--- src/include/sub86_macros.svh ---
`ifndef SUB86_MACROS_SVH
`define SUB86_MACROS_SVH

// Watchdog counter width in vblank counts
`define WATCHDOG_WIDTH 4

// Upper and lower bits of the decoded address slice
// Each slice code covers one 1 KB window
`define ADDR_HI 15
`define ADDR_LO 10

`endif
--- src/sub86Pkg.sv ---
`default_nettype none

//////////////////////////////////////////////////////////////////////
// Types shared by the secondary CPU bus glue
//////////////////////////////////////////////////////////////////////

package sub86Pkg;

	// Windows that need an action beyond a chip select
	// Anything not listed falls into regOther
	typedef enum logic [1:0] {
		regOther    = 2'd0,
		regWdogKick = 2'd1,
		regIrqAck   = 2'd2
	} region_e;

	// Active-high chip selects
	// Several bits may be set at once where windows overlap
	typedef struct packed {
		// Video RAM planes
		logic scr0;
		logic scr1;
		// Sprite RAM and the sound CPU shared RAM
		logic obj;
		logic snd;
		// Sub and main program ROMs
		logic spgm;
		logic mpgm;
		// Tile bank latch
		logic bank;
		// Scroll latches and back colour
		logic lth0;
		logic lth1;
		logic lth2;
	} sel_t;

endpackage

`default_nettype wire

--- src/cus47Top.sv ---
`timescale 1ns/1ps
`default_nettype none

`include "sub86_macros.svh"

//////////////////////////////////////////////////////////////////////
// CUS47 bus glue for the secondary CPU
//////////////////////////////////////////////////////////////////////

module cus47Top import sub86Pkg::*; (
	input  wire                     clk6M,
	input  wire                     rst,
	input  wire                     clk2H,
	input  wire                     nWe,
	input  wire                     nVblk,
	input  wire [`ADDR_HI:`ADDR_LO] addr,
	output wire                     nRes,
	output wire                     nIrq,
	output wire                     mq,
	output wire                     me,
	output wire                     subE,
	output wire                     subQ,
	output wire                     nScr0,
	output wire                     nScr1,
	output wire                     nObj,
	output wire                     nSnd,
	output wire                     nSpgm,
	output wire                     nMpgm,
	output wire                     bank,
	output wire                     nLth0,
	output wire                     nLth1,
	output wire                     nLth2,
	output wire                     nBufEn
);

	// Sampled bus
	logic [`ADDR_HI:`ADDR_LO] addrQ;
	logic                     weQ;
	logic                     vblkFall;

	// 2H delay taps
	logic ckB;
	logic ckC;

	// Decoder results
	region_e region;
	sel_t    sel;

	busSampler busSampler_i (
		.clk6M    (clk6M),
		.rst      (rst),
		.clk2H    (clk2H),
		.nWe      (nWe),
		.nVblk    (nVblk),
		.addr     (addr),
		.addrQ    (addrQ),
		.weQ      (weQ),
		.vblkFall (vblkFall),
		.ckB      (ckB),
		.ckC      (ckC)
	);

	regionDecoder regionDecoder_i (
		.addrQ  (addrQ),
		.region (region),
		.sel    (sel)
	);

	irqWatchdog irqWatchdog_i (
		.clk6M    (clk6M),
		.rst      (rst),
		.vblkFall (vblkFall),
		.weQ      (weQ),
		.region   (region),
		.nIrq     (nIrq),
		.nRes     (nRes)
	);

	busOutputStage busOutputStage_i (
		.clk6M  (clk6M),
		.rst    (rst),
		.sel    (sel),
		.ckB    (ckB),
		.ckC    (ckC),
		.nScr0  (nScr0),
		.nScr1  (nScr1),
		.nObj   (nObj),
		.nSnd   (nSnd),
		.nSpgm  (nSpgm),
		.nMpgm  (nMpgm),
		.bank   (bank),
		.nLth0  (nLth0),
		.nLth1  (nLth1),
		.nLth2  (nLth2),
		.nBufEn (nBufEn),
		.mq     (mq),
		.me     (me),
		.subE   (subE),
		.subQ   (subQ)
	);

endmodule

`default_nettype wire

--- src/busOutputStage.sv ---
`timescale 1ns/1ps
`default_nettype none

//////////////////////////////////////////////////////////////////////
// Output stage
// All selects and CPU phases leave on the same clk6M edge
//////////////////////////////////////////////////////////////////////

module busOutputStage import sub86Pkg::*; (
	input  wire       clk6M,
	input  wire       rst,
	input  wire sel_t sel,
	input  wire       ckB,
	input  wire       ckC,
	output logic      nScr0,
	output logic      nScr1,
	output logic      nObj,
	output logic      nSnd,
	output logic      nSpgm,
	output logic      nMpgm,
	output logic      bank,
	output logic      nLth0,
	output logic      nLth1,
	output logic      nLth2,
	output logic      nBufEn,
	output logic      mq,
	output logic      me,
	output logic      subE,
	output logic      subQ
);

	// Any device behind the data bus buffer
	logic busReq;

	assign busReq = sel.scr0 | sel.scr1 | sel.obj | sel.snd | sel.lth0 | sel.lth1;

	always_ff @(posedge clk6M) begin
		if (rst) begin
			nScr0  <= 1'b1;
			nScr1  <= 1'b1;
			nObj   <= 1'b1;
			nSnd   <= 1'b1;
			nSpgm  <= 1'b1;
			nMpgm  <= 1'b1;
			bank   <= 1'b0;
			nLth0  <= 1'b1;
			nLth1  <= 1'b1;
			nLth2  <= 1'b1;
			nBufEn <= 1'b1;
			// Clocks parked low, inverses high
			me     <= 1'b0;
			subQ   <= 1'b1;
			subE   <= 1'b0;
			mq     <= 1'b1;
		end else begin
			// Selects leave active low
			nScr0  <= ~sel.scr0;
			nScr1  <= ~sel.scr1;
			nObj   <= ~sel.obj;
			nSnd   <= ~sel.snd;
			nSpgm  <= ~sel.spgm;
			nMpgm  <= ~sel.mpgm;
			// Tile bank strobe stays active high
			bank   <= sel.bank;
			nLth0  <= ~sel.lth0;
			nLth1  <= ~sel.lth1;
			nLth2  <= ~sel.lth2;
			nBufEn <= ~busReq;
			// E and Q pairs from the two 2H samples
			me     <= ckB;
			subQ   <= ~ckB;
			subE   <= ckC;
			mq     <= ~ckC;
		end
	end

endmodule

`default_nettype wire

--- src/irqWatchdog.sv ---
`timescale 1ns/1ps
`default_nettype none

`include "sub86_macros.svh"

//////////////////////////////////////////////////////////////////////
// Vblank interrupt latch and watchdog
//////////////////////////////////////////////////////////////////////

module irqWatchdog import sub86Pkg::*; (
	input  wire          clk6M,
	input  wire          rst,
	input  wire          vblkFall,
	input  wire          weQ,
	input  wire region_e region,
	output logic         nIrq,
	output logic         nRes
);

	// Vblank fall count since the last kick
	logic [`WATCHDOG_WIDTH-1:0] wdogCnt;

	// Qualified write strobes
	logic irqAck;
	logic kick;

	// Top bit reached, counter holds
	logic expired;

	assign irqAck  = weQ && (region == regIrqAck);
	assign kick    = weQ && (region == regWdogKick);
	assign expired = wdogCnt[`WATCHDOG_WIDTH-1];

	// Interrupt latch
	// Set on vblank fall, cleared by the ack write
	always_ff @(posedge clk6M) begin
		if (rst) begin
			nIrq <= 1'b1;
		end else if (vblkFall) begin
			// New vblank beats a late ack
			nIrq <= 1'b0;
		end else if (irqAck) begin
			nIrq <= 1'b1;
		end
	end

	// Watchdog counter
	always_ff @(posedge clk6M) begin
		if (rst) begin
			wdogCnt <= '0;
		end else if (kick) begin
			// Kick wins over a same-cycle vblank
			wdogCnt <= '0;
		end else if (vblkFall && !expired) begin
			wdogCnt <= wdogCnt + 1'b1;
		end
	end

	// Reset line follows the counter top bit
	assign nRes = ~expired;

	// Interrupt only asserted right after a vblank edge
	irqFallAfterVblank: assert property (@(posedge clk6M) disable iff (rst)
		$fell(nIrq) |-> $past(vblkFall));

	// Once expired, only a kick releases the reset line
	resHeldUntilKick: assert property (@(posedge clk6M) disable iff (rst)
		(!nRes && !kick) |=> !nRes);

endmodule

`default_nettype wire

--- src/regionDecoder.sv ---
`timescale 1ns/1ps
`default_nettype none

`include "sub86_macros.svh"

//////////////////////////////////////////////////////////////////////
// Memory map decoder
// Pure combinational from the sampled slice to the selects
//////////////////////////////////////////////////////////////////////

module regionDecoder import sub86Pkg::*; (
	input  wire [`ADDR_HI:`ADDR_LO] addrQ,
	output region_e                 region,
	output sel_t                    sel
);

	// Base addresses of the 1 KB windows
	localparam logic [15:0] baseSnd  = 16'h4000;
	localparam logic [15:0] baseKick = 16'h8000;
	localparam logic [15:0] baseAck  = 16'h8400;
	localparam logic [15:0] baseBank = 16'h8C00;
	localparam logic [15:0] baseLth0 = 16'h9000;
	localparam logic [15:0] baseLth1 = 16'h9400;
	localparam logic [15:0] baseLth2 = 16'hA000;

	// Chip selects
	always_comb begin
		sel = '0;

		// 8 KB blocks from the top three bits
		case (addrQ[`ADDR_HI -: 3])
			// 0000h-1FFFh
			3'b000: sel.scr0 = 1'b1;
			// 2000h-3FFFh
			3'b001: sel.scr1 = 1'b1;
			// 4000h-5FFFh
			3'b010: sel.obj = 1'b1;
			// 6000h-7FFFh
			3'b011: sel.spgm = 1'b1;
			// 8000h-FFFFh is the whole upper half
			default: sel.mpgm = 1'b1;
		endcase

		// Shared sound RAM sits inside the sprite block
		sel.snd = (addrQ == baseSnd[`ADDR_HI:`ADDR_LO]);

		// Write-only latches inside the main ROM space
		sel.bank = (addrQ == baseBank[`ADDR_HI:`ADDR_LO]);
		sel.lth0 = (addrQ == baseLth0[`ADDR_HI:`ADDR_LO]);
		sel.lth1 = (addrQ == baseLth1[`ADDR_HI:`ADDR_LO]);
		// Back colour latch at A000h
		sel.lth2 = (addrQ == baseLth2[`ADDR_HI:`ADDR_LO]);
	end

	// Window class for the interrupt and watchdog logic
	always_comb begin
		if (addrQ == baseAck[`ADDR_HI:`ADDR_LO]) begin
			// 8400h acknowledges the vblank interrupt
			region = regIrqAck;
		end else if (addrQ == baseKick[`ADDR_HI:`ADDR_LO]) begin
			// 8000h-83FFh clears the watchdog
			region = regWdogKick;
		end else begin
			region = regOther;
		end
	end

endmodule

`default_nettype wire

--- src/busSampler.sv ---
`timescale 1ns/1ps
`default_nettype none

`include "sub86_macros.svh"

//////////////////////////////////////////////////////////////////////
// Input stage
// Samples the bus, vblank and 2H on clk6M
//////////////////////////////////////////////////////////////////////

module busSampler (
	input  wire                      clk6M,
	input  wire                      rst,
	input  wire                      clk2H,
	input  wire                      nWe,
	input  wire                      nVblk,
	input  wire [`ADDR_HI:`ADDR_LO]  addr,
	output logic [`ADDR_HI:`ADDR_LO] addrQ,
	output logic                     weQ,
	output logic                     vblkFall,
	output logic                     ckB,
	output logic                     ckC
);

	// Last vblank level seen, for edge detection
	logic nVblkQ;

	// Address slice sampled every cycle
	always_ff @(posedge clk6M) begin
		addrQ <= addr;
	end

	always_ff @(posedge clk6M) begin
		if (rst) begin
			weQ      <= 1'b0;
			nVblkQ   <= 1'b1;
			vblkFall <= 1'b0;
			ckB      <= 1'b0;
			ckC      <= 1'b0;
		end else begin
			// Write strobe turned active high
			weQ      <= ~nWe;
			nVblkQ   <= nVblk;
			// High in the last sample, low now
			vblkFall <= nVblkQ & ~nVblk;
			// Two-stage 2H delay line, as in the quad latch
			ckB      <= clk2H;
			ckC      <= ckB;
		end
	end

	// Edge pulse lasts a single clk6M cycle
	vblkFallSingle: assert property (@(posedge clk6M) disable iff (rst)
		vblkFall |=> !vblkFall);

endmodule

`default_nettype wire

--- config.mk ---
export PLATFORM = sky130hd
export DESIGN_NAME = cus47Top
export DESIGN_NICKNAME = d
export VERILOG_FILES = /design/src/sub86Pkg.sv /design/src/cus47Top.sv /design/src/busOutputStage.sv /design/src/irqWatchdog.sv /design/src/regionDecoder.sv /design/src/busSampler.sv
export VERILOG_INCLUDE_DIRS = /design/src /design/src/include
export SDC_FILE = /design/constraint.sdc
export NUM_CORES = 1
export LEC_CHECK = 0
export BUFFER_PORTS_ARGS = -buffer_cell sky130_fd_sc_hd__buf_2
export CORE_MARGIN = 2
export CORE_UTILIZATION = 52
export DETAILED_ROUTE_END_ITERATION = 8
export GPL_ROUTABILITY_DRIVEN = 1
export PLACE_DENSITY = 0.8
export SLEW_MARGIN = 0
export SYNTH_ARGS = -nofsm -noshare
export SYNTH_HDL_FRONTEND = slang
export SYNTH_HIERARCHICAL = 1
export SYNTH_SLANG_ARGS = --single-unit
--- constraint.sdc ---
create_clock -name clk6M -period 4.06 [get_ports clk6M]
set_input_delay 0.203 -clock clk6M [delete_from_list [all_inputs] [get_ports clk6M]]
set_output_delay 0.203 -clock clk6M [all_outputs]
set_load 0.01 [all_outputs]
==> results.yml, run 1 <==
setup_path:
  path_delay_family: "simple AND/OR/NAND/NOR gates"
  arrival_ns: 1.86
  cp.buffers_inverters: 1
  cp.depth: 5
  rr_worst_depth: 5
  crit_path_cell_trace: "or4b_4 -> nor2_1 -> inv_1 -> a31o_2 -> nor2_1"
  critPathCaptureType: "register"
  r2r_end: "irqWatchdog_i/wdogCnt[0]"
  r2r-start: "busSampler_i/addrQ[15]"
  cpMaxStageDelayCell: "or4b_4"
  r2r_slack_ns: 2.45
  cpPeakStageDelay_ns: 0.51
  cp-endpoint: "irqWatchdog_i/wdogCnt[0]"
  startpoint_type: "register"
  worstPathRequired_ns: 4.31
  worstPathMaxFanout: 7
  worst-setup-path-type: "reg2reg"
  startpoint: "busSampler_i/addrQ[15]"
  worst_path_most_repeated_cell: "nor2_1"
sta:
  min_period_over_period: 0.3967
  fmaxAchievable_mhz: 620.9
  worst_clock_skew_ns: 0.003877
  fin_setup_tns_ns: 0
  setup-violations-final: 0
  hold_viol_final: 0
  finalCriticalPeriod_ns: 1.611
  worst_pin_slew_ns: 0.3641
  final_max_slew_viol_count: 0
  slew_headroom: 0.7550
  rsz0062_at_grt: "false"
drt:
  firstDrtPassIters: 4
  dr_total_vias: 724
  vias_per_cell: 4.671
  drtIter0Drc: 5
  drc: 0
  postRouteWirelength_um: 1616
  ant_nets: 0
  wl_per_cell_um: 10.43
die:
  ioPinCount: 28
  dieArea_mm2: 0.002287
  initial_core_util: 0.5660
  die_x_um: 47.82
  rows: 15
  coreArea_mm2: 0.001764
  die_height_um: 47.82
grt:
  grt_pass1_wl_um: 2490
  grt_start_max_net_pins: 21
  antenna_found_initial: 0
  grt_overflow_total: 0
  grt_util_all_layers: 0.1678
  grt_pass1_vias: 611
placement:
  gp_congestion: 0.7500
  placed_cells: 141
  hpwl_um: 1167
  io_buffers: 27
yosys:
  synth_area_per_cell_um2: 10.97
  netlist_area_um2: 998.5
  synthCells: 91
  synth.net_count: 103
  yosysTopAreaCellShare: 0.6216
  synth.distinct_cells: 30
  ys_async_sr_fraction: 0
  synth_seq_area_share: 0.6216
  synth-seq-cells: 31
  synth_warnings: 6
  synth_edf_count: 0
  synth_ff_type: "dfxtp_1"
  yosys.area.top_type: "dfxtp_1"
  yosys-top-cells-area: "dfxtp_1 (62%), nand2b_1 (6.9%), nor2_1 (4.5%), nor2b_1 (2.5%), inv_1 (2.3%)"
finish:
  n_fill_cell: 157
  reg_top3: "busSampler_i/addrQ (6), irqWatchdog_i/wdogCnt (4)"
  largest_reg_flops: 6
  diodes: 0
  regMostFlops: "busSampler_i/addrQ"
  layout.cells.non_filler: 155
  final_nets: 141
  drive_gt1_frac: 0.3154
  syn2layout_area_growth_pct: 26.57
cts:
  cts_sinks: 31
  worstSkewPairLatency_ns: 0.31
  postCtsSetupBuffers: 0
  h-tree-depth: 2
  numCtsBuffers: 5
  cts_root_buf: "clkbuf_4"
  ctsLongestPathBuffers: 2
  cts_tree: "built"
  clkSlewWorstSetupHoldPaths_ns: 0.09
hold_path:
  hold_path.class: "in2reg"
power:
  p_per_area_mw_per_mm2: 409.9
  peakVddDrop_mv: 0.2770
  p_leak_nw: 0.5297
run:
  max-cap-violations: 0
status:
  status: "completed"
==> layout make-up <==
cell class / instances / area, um2 / share of cell area
clock buffer: 5 / 37.54 / 0.02970
clock inverter: 3 / 15.01 / 0.01188
inverter: 6 / 22.52 / 0.01782
timing repair buffer: 33 / 195.2 / 0.1545
sequential: 31 / 620.6 / 0.4911
multi-input combinational: 52 / 341.6 / 0.2703
tap: 25 / 31.28 / 0.02475
==> how the worst min path moves through the flow <==
stage          slack, ns     start  depth (start not counted)                endpoint
2_1_floorplan       0.23  addr[10]                          0  busSampler_i/addrQ[10]
3_3_place_gp        0.31  addr[12]                          1  busSampler_i/addrQ[12]
3_5_place_dp        0.31  addr[11]                          1  busSampler_i/addrQ[11]
4_1_cts             0.02       nWe                          2        busSampler_i/weQ
5_1_grt            0.008       nWe                          2        busSampler_i/weQ
6_report            0.03       nWe                          2        busSampler_i/weQ
==> what timing repair did <==
item,in CTS,in global routing
resized for setup,0,0
hold buffers,6,0
hold endpoints to repair,6,0
==> cells in the mapped netlist, drive strengths merged (2+ instances only) <==
master	number
nand2b	11
or2	2
nor2b	5
or2b	2
nor2	12
nor4	3
nor3	2
dfxtp	31
inv	6
==> power breakdown <==
part	switching, mW	internal [mW]	total (mW)	leakage (nW)
logic	0.0157	0.0207	0.0364	0.239
registers	0.00711	0.315	0.322	0.255
clock network	0.0950	0.0643	0.159	0.0347
==> cells in the final DEF (no fill, tap or decap), types with 2 or more instances in the layout <==
| cell type | Yosys | routed |
|---|---|---|
| buf_2 | 1 | 27 |
| clkbuf_4 | 0 | 5 |
| clkinv_2 | 0 | 3 |
| dfxtp_1 | 31 | 31 |
| dlygate4sd3_1 | 0 | 6 |
| inv_1 | 6 | 6 |
| nand2b_1 | 11 | 11 |
| nor2_1 | 12 | 12 |
| nor2b_1 | 4 | 4 |
| nor3_1 | 2 | 2 |
| nor4_1 | 2 | 2 |
==> stage by stage <==
step	instance area (um2)	hold slack (ns)	utilization	power, mW	setup WS [ns]
global route	1264	0.008347	0.7163	0.5468	2.335
finish	1264	0.02911	0.7163	0.5180	2.449
global placement	1151	0.3052	0.6525	0.3596	2.576
CTS	1264	0.01592	0.7163	0.5254	2.459
floorplan	998.5	0.2307	-	0.3480	2.616
detailed placement	1151	0.3069	0.6525	0.3615	2.478
==> per-layer routing <==
layer | global-route usage | routed length, um | up-vias
li1 | - | - | 369
met1 | 0.1777 | 679 | 331
met2 | 0.2720 | 818 | 22
met3 | 0.07925 | 104 | 2
met4 | 0.09730 | 13 | 0
met5 | 0 | 0 | -
==> kinds of logic after synthesis <==
| group | count (synthesis) | synth area share |
|---|---|---|
| xor+xnor | 2 | 0.01755 |
| compound gates | 5 | 0.03509 |
| buf+inv | 8 | 0.03634 |
| flops | 31 | 0.6216 |
| fa+ha+maj | 1 | 0.01253 |
| simple gates | 43 | 0.2669 |
| mux | 1 | 0.01003 |
(Power assumes the default switching activity.)
==> inputs of run 2 (changes only) <==
Settings changed: CORE_UTILIZATION 52 to 44, PLACE_DENSITY 0.8 to 0.72.
Clock period 4.06 ns to 1.4 ns, I/O delays scaled along.
==> results.yml, run 2 (synthesized netlist as in run 1, its figures left out) <==
sta:
  worst_clock_skew_ns: 0.003232
  setup-violations-final: 5
  rsz0062_at_grt: "true"
  slew_headroom: 0.7907
  hold_viol_final: 0
  fmaxAchievable_mhz: 679.1
  finalCriticalPeriod_ns: 1.473
  final_max_slew_viol_count: 0
  worst_pin_slew_ns: 0.3115
  worst_slack_ns: -0.07256
  min_period_over_period: 1.052
power:
  combPwrFrac: 0.089
  p_leak_nw: 0.5954
  netSwitchingFraction: 0.2144
  p_int_mw: 1.294
  p_per_area_mw_per_mm2: 1126
  p_clk_frac: 0.345
  peakVddDrop_mv: 0.8294
  pwr-share-seq: 0.566
  p_switching_uw: 353.2
setup_path:
  critPathCaptureType: "register"
  startpoint_type: "register"
  cpMaxStageDelayCell: "or4b_4"
  r2r_slack_ns: -0.07
  path_delay_family: "simple AND/OR/NAND/NOR gates"
  worstPathRequired_ns: 1.67
  arrival_ns: 1.74
  cp.buffers_inverters: 1
  worst-setup-path-type: "reg2reg"
  crit_path_cell_trace: "or4b_4 -> nor2_4 -> inv_2 -> a31o_4 -> a21oi_2"
  cpPeakStageDelay_ns: 0.58
  worstPathMaxFanout: 4
drt:
  dr_total_vias: 771
  ant_nets: 0
  wl_per_cell_um: 10.51
  firstDrtPassIters: 4
  vias_per_cell: 4.562
  drc: 0
  postRouteWirelength_um: 1776
  drtIter0Drc: 2
die:
  coreArea_mm2: 0.002170
  die_height_um: 51.64
  rows: 17
  initial_core_util: 0.4602
  ioPinCount: 28
  dieArea_mm2: 0.002666
  die_x_um: 51.64
cts:
  cts_sinks: 31
  ctsLongestPathBuffers: 2
  cts_tree: "built"
  worstSkewPairLatency_ns: 0.32
  clkSlewWorstSetupHoldPaths_ns: 0.09
  cts_root_buf: "clkbuf_4"
  numCtsBuffers: 5
  h-tree-depth: 2
finish:
  largest_reg_flops: 6
  drive_gt1_frac: 0.4397
  layout_commonest_cell: "dfxtp_1"
  layout_common_cells: "dfxtp_1 (28), buf_2 (27), nand2b_1 (11), dlygate4sd3_1 (9)"
  reg_top3: "busSampler_i/addrQ (6), irqWatchdog_i/wdogCnt (4)"
  regMostFlops: "busSampler_i/addrQ"
  final_nets: 152
  syn2layout_area_growth_pct: 46.49
  diodes: 0
  stdcell_area_mm2: 0.001463
  fin_util: 0.6742
placement:
  io_buffers: 27
  postPlaceCellArea_mm2: 0.001195
  hpwl_um: 1217
  gp_congestion: 0.7604
grt:
  grt_overflow_total: 0
  grt_pass1_wl_um: 2987
  grt_start_max_net_pins: 21
  grt_util_all_layers: 0.1621
  grt_pass1_vias: 696
  antenna_found_initial: 0
status:
  status: "complete, but fails checks"
  violations: "negative setup slack"
hold_path:
  hold_path.class: "in2reg"
run:
  max-cap-violations: 0
[run 2: per-stage QoR]
step / hold WS [ns] / total power, mW / std cells / setup TNS [ns] / worst slack (ns)
floorplan: 0.09772 / 1.010 / 91 / 0 / 0.002661
global placement: 0.1728 / 1.052 / 149 / -0.001230 / -0.001230
detailed placement: 0.1740 / 1.057 / 149 / -0.1822 / -0.05236
CTS: 0.07722 / 1.645 / 167 / -0.2500 / -0.05732
global route: 0.09443 / 1.730 / 169 / -0.5304 / -0.1121
finish: 0.08173 / 1.647 / 169 / -0.2751 / -0.07256
[run 2: power by group through the flow]
| stage | clock [mW] | combinational [mW] | sequential, mW |
|---|---|---|---|
| 6_report | 0.568 | 0.147 | 0.933 |
| 5_1_grt | 0.631 | 0.161 | 0.938 |
| 4_1_cts | 0.583 | 0.132 | 0.930 |
| 3_5_place_dp | 0 | 0.107 | 0.950 |
| 3_3_place_gp | 0 | 0.103 | 0.948 |
| 2_1_floorplan | 0 | 0.0517 | 0.958 |
[run 2: worst register-to-register path: stages (launching register included)]
cell     delay, ns
dfxtp_2       0.33
or4b_4        0.58
nor2_4        0.13
inv_2         0.05
a31o_4        0.24
a21oi_2       0.09
[run 2: cell type report]
cell class,count,area (um2)
clock buffers,8,68.82
fillers,181,706.9
inverters,6,22.52
multi-input cells,52,422.9
flip-flops and latches,31,624.3
well taps,28,35.03
repair buffers,44,289.0
[run 2: worst paths after layout]
check | start | end | cells past startpoint
min reg2reg | busSampler_i/ckB | busOutputStage_i/subQ | 1
max | busSampler_i/addrQ[12] | irqWatchdog_i/wdogCnt[3] | 5
min | rst | busSampler_i/weQ | 2
max reg2reg | busSampler_i/addrQ[12] | irqWatchdog_i/wdogCnt[3] | 5
[run 2: what timing repair did]
item	in CTS	in global routing
setup buffers	1	2
hold buffers	9	0
cloned	0	0
endpoints found under the hold margin	10	0
pin swaps	4	7
resized for setup	6	12
setup endpoints to repair	5	6
[run 2: layer usage]
layer / global-route usage / routed length (um) / part of all wire
met1: 0.1621 / 713 / 0.40
met2: 0.2735 / 895 / 0.50
met3: 0.07759 / 124 / 0.070
met5: 0 / 0 / 0
met4: 0.09211 / 42 / 0.024
==> inputs of run 3 (changes only) <==
Settings changed: CORE_UTILIZATION 44 to 40, PLACE_DENSITY 0.72 to 0.66.
==> results.yml, run 3 (synthesized netlist as in run 1, its figures left out) <==
power:
  p_leak_nw: 0.5828
  peakVddDrop_mv: 1.072
  p_per_area_mw_per_mm2: 1253
finish:
  largest_reg_flops: 6
  drive_gt1_frac: 0.3913
  layout_commonest_cell: "dfxtp_1"
  layout_common_cells: "dfxtp_1 (29), buf_2 (27), nand2b_1 (11), nor2_1 (9), dlygate4sd3_1 (9)"
  stdcell_area_mm2: 0.001410
  regMostFlops: "busSampler_i/addrQ"
  reg_top3: "busSampler_i/addrQ (6), irqWatchdog_i/wdogCnt (4)"
  final_nets: 149
  diodes: 0
  syn2layout_area_growth_pct: 41.23
  layout.cells.non_filler: 168
cts:
  worstSkewPairLatency_ns: 0.32
  cts_root_buf: "clkbuf_4"
  cts_sinks: 31
  clkSlewWorstSetupHoldPaths_ns: 0.09
  postCtsSetupBuffers: 0
  cts_tree: "built"
  numCtsBuffers: 5
  ctsLongestPathBuffers: 2
  h-tree-depth: 2
drt:
  dr_total_vias: 733
  postRouteWirelength_um: 1718
  drc: 0
  firstDrtPassIters: 4
  ant_nets: 0
  drtIter0Drc: 4
  vias_per_cell: 4.363
  wl_per_cell_um: 10.23
sta:
  finalCriticalPeriod_ns: 1.435
  fin_setup_tns_ns: -0.07188
  min_period_over_period: 1.025
  hold_viol_final: 0
  setup-violations-final: 3
  worst_hold_slack_ns: 0.07038
  worst_slack_ns: -0.03549
  slew_headroom: 0.7712
  worst_clock_skew_ns: 0.008608
  rsz0062_at_grt: "true"
  fmaxAchievable_mhz: 696.6
  final_max_slew_viol_count: 0
  worst_pin_slew_ns: 0.3406
setup_path:
  cpMaxStageDelayCell: "or4b_4"
  worstPathRequired_ns: 1.67
  r2r_slack_ns: -0.04
  arrival_ns: 1.70
  worst-setup-path-type: "reg2reg"
  startpoint_type: "register"
  worstPathMaxFanout: 4
  r2r_end: "irqWatchdog_i/wdogCnt[3]"
  cp-endpoint: "irqWatchdog_i/wdogCnt[3]"
  rr_worst_depth: 5
  crit_path_cell_trace: "or4b_4 -> nor2_4 -> inv_2 -> a31o_4 -> a21oi_2"
  r2r-start: "busSampler_i/addrQ[12]"
  critPathCaptureType: "register"
  startpoint: "busSampler_i/addrQ[12]"
  cpPeakStageDelay_ns: 0.58
grt:
  grt_start_max_net_pins: 21
  grt_overflow_total: 0
  antenna_found_initial: 0
  grt_util_all_layers: 0.1350
  grt_pass1_wl_um: 2587
  grt_pass1_vias: 631
placement:
  postPlaceCellArea_mm2: 0.001197
  io_buffers: 27
  gp_congestion: 0.7355
  place_ws_ns: -0.05496
  placed_cells: 151
  hpwl_um: 1193
die:
  die_x_um: 53.96
  rows: 18
  dieArea_mm2: 0.002912
  die_height_um: 53.96
  initial_core_util: 0.4143
  coreArea_mm2: 0.002410
  ioPinCount: 28
hold_path:
  hold_path.class: "in2reg"
status:
  status: "complete, but fails checks"
  violations: "negative setup slack"
run:
  max-cap-violations: 0
==> run 3: cell types whose count changed in the layout (fill, tap and decap cells not counted), sizes merged <==
| cell | previous run | this run |
|---|---|---|
| clkinv | 0 | 1 |
| clkbuf | 8 | 6 |
| buf | 35 | 32 |
| bufinv | 0 | 1 |
==> run 3: worst min-delay path by stage <==
stage                     startpoint                     end  slack (ns)  cells after the start
after floorplan             addr[10]  busSampler_i/addrQ[10]         0.1                      0
after global placement      addr[11]  busSampler_i/addrQ[11]        0.17                      1
after detailed placement    addr[12]  busSampler_i/addrQ[12]        0.18                      1
after CTS                        rst        busSampler_i/weQ        0.06                      2
after global routing             rst        busSampler_i/weQ        0.09                      2
final                            rst        busSampler_i/weQ        0.07                      2
==> run 3: critical path, delay by kind of cell (launching register included) <==
kind,cells,cell delay [ns]
AO/OA/AOI/OAI,2,0.33
buffers and inverters,1,0.04
AND/OR/NAND/NOR,2,0.70
flip-flops,1,0.32
==> run 3: through the flow <==
stage | total power, mW | utilization
6_report | 1.767 | 0.5852
5_1_grt | 1.851 | 0.5852
4_1_cts | 1.788 | 0.5779
3_5_place_dp | 1.057 | 0.4969
3_3_place_gp | 1.052 | 0.4969
2_1_floorplan | 1.010 | -
==> run 3: layout make-up <==
type,instances,area [um2]
Timing Repair Buffer,41,262.8
Tap cell,30,37.54
Sequential cell,31,623.1
Inverter,6,22.52
Multi-Input combinational cell,52,377.9
Fill cell,222,999.7
Clock inverter,2,35.03
Clock buffer,6,51.30
==> run 3: what timing repair did <==
action,4_1_cts,5_1_grt
hold buffers,9,0
resized for setup,5,5
cloned,0,0
pin swaps,4,6
hold endpoints to repair,10,0
endpoints found under the setup margin,4,6
==> run 3: report_power, final <==
group	total (mW)	internal, mW	switching [mW]
registers	0.930	0.915	0.0152
clock network	0.705	0.422	0.283
logic	0.132	0.0749	0.0570
total	1.77	1.41	0.355
==> run 3: metal layers <==
metal | track usage | vias to the layer above | wire [um]
met1 | 0.1352 | 323 | 695
met3 | 0.07500 | 5 | 133
met2 | 0.2073 | 23 | 845
met4 | 0.1026 | 0 | 44
li1 | - | 382 | -
met5 | 0 | - | 0
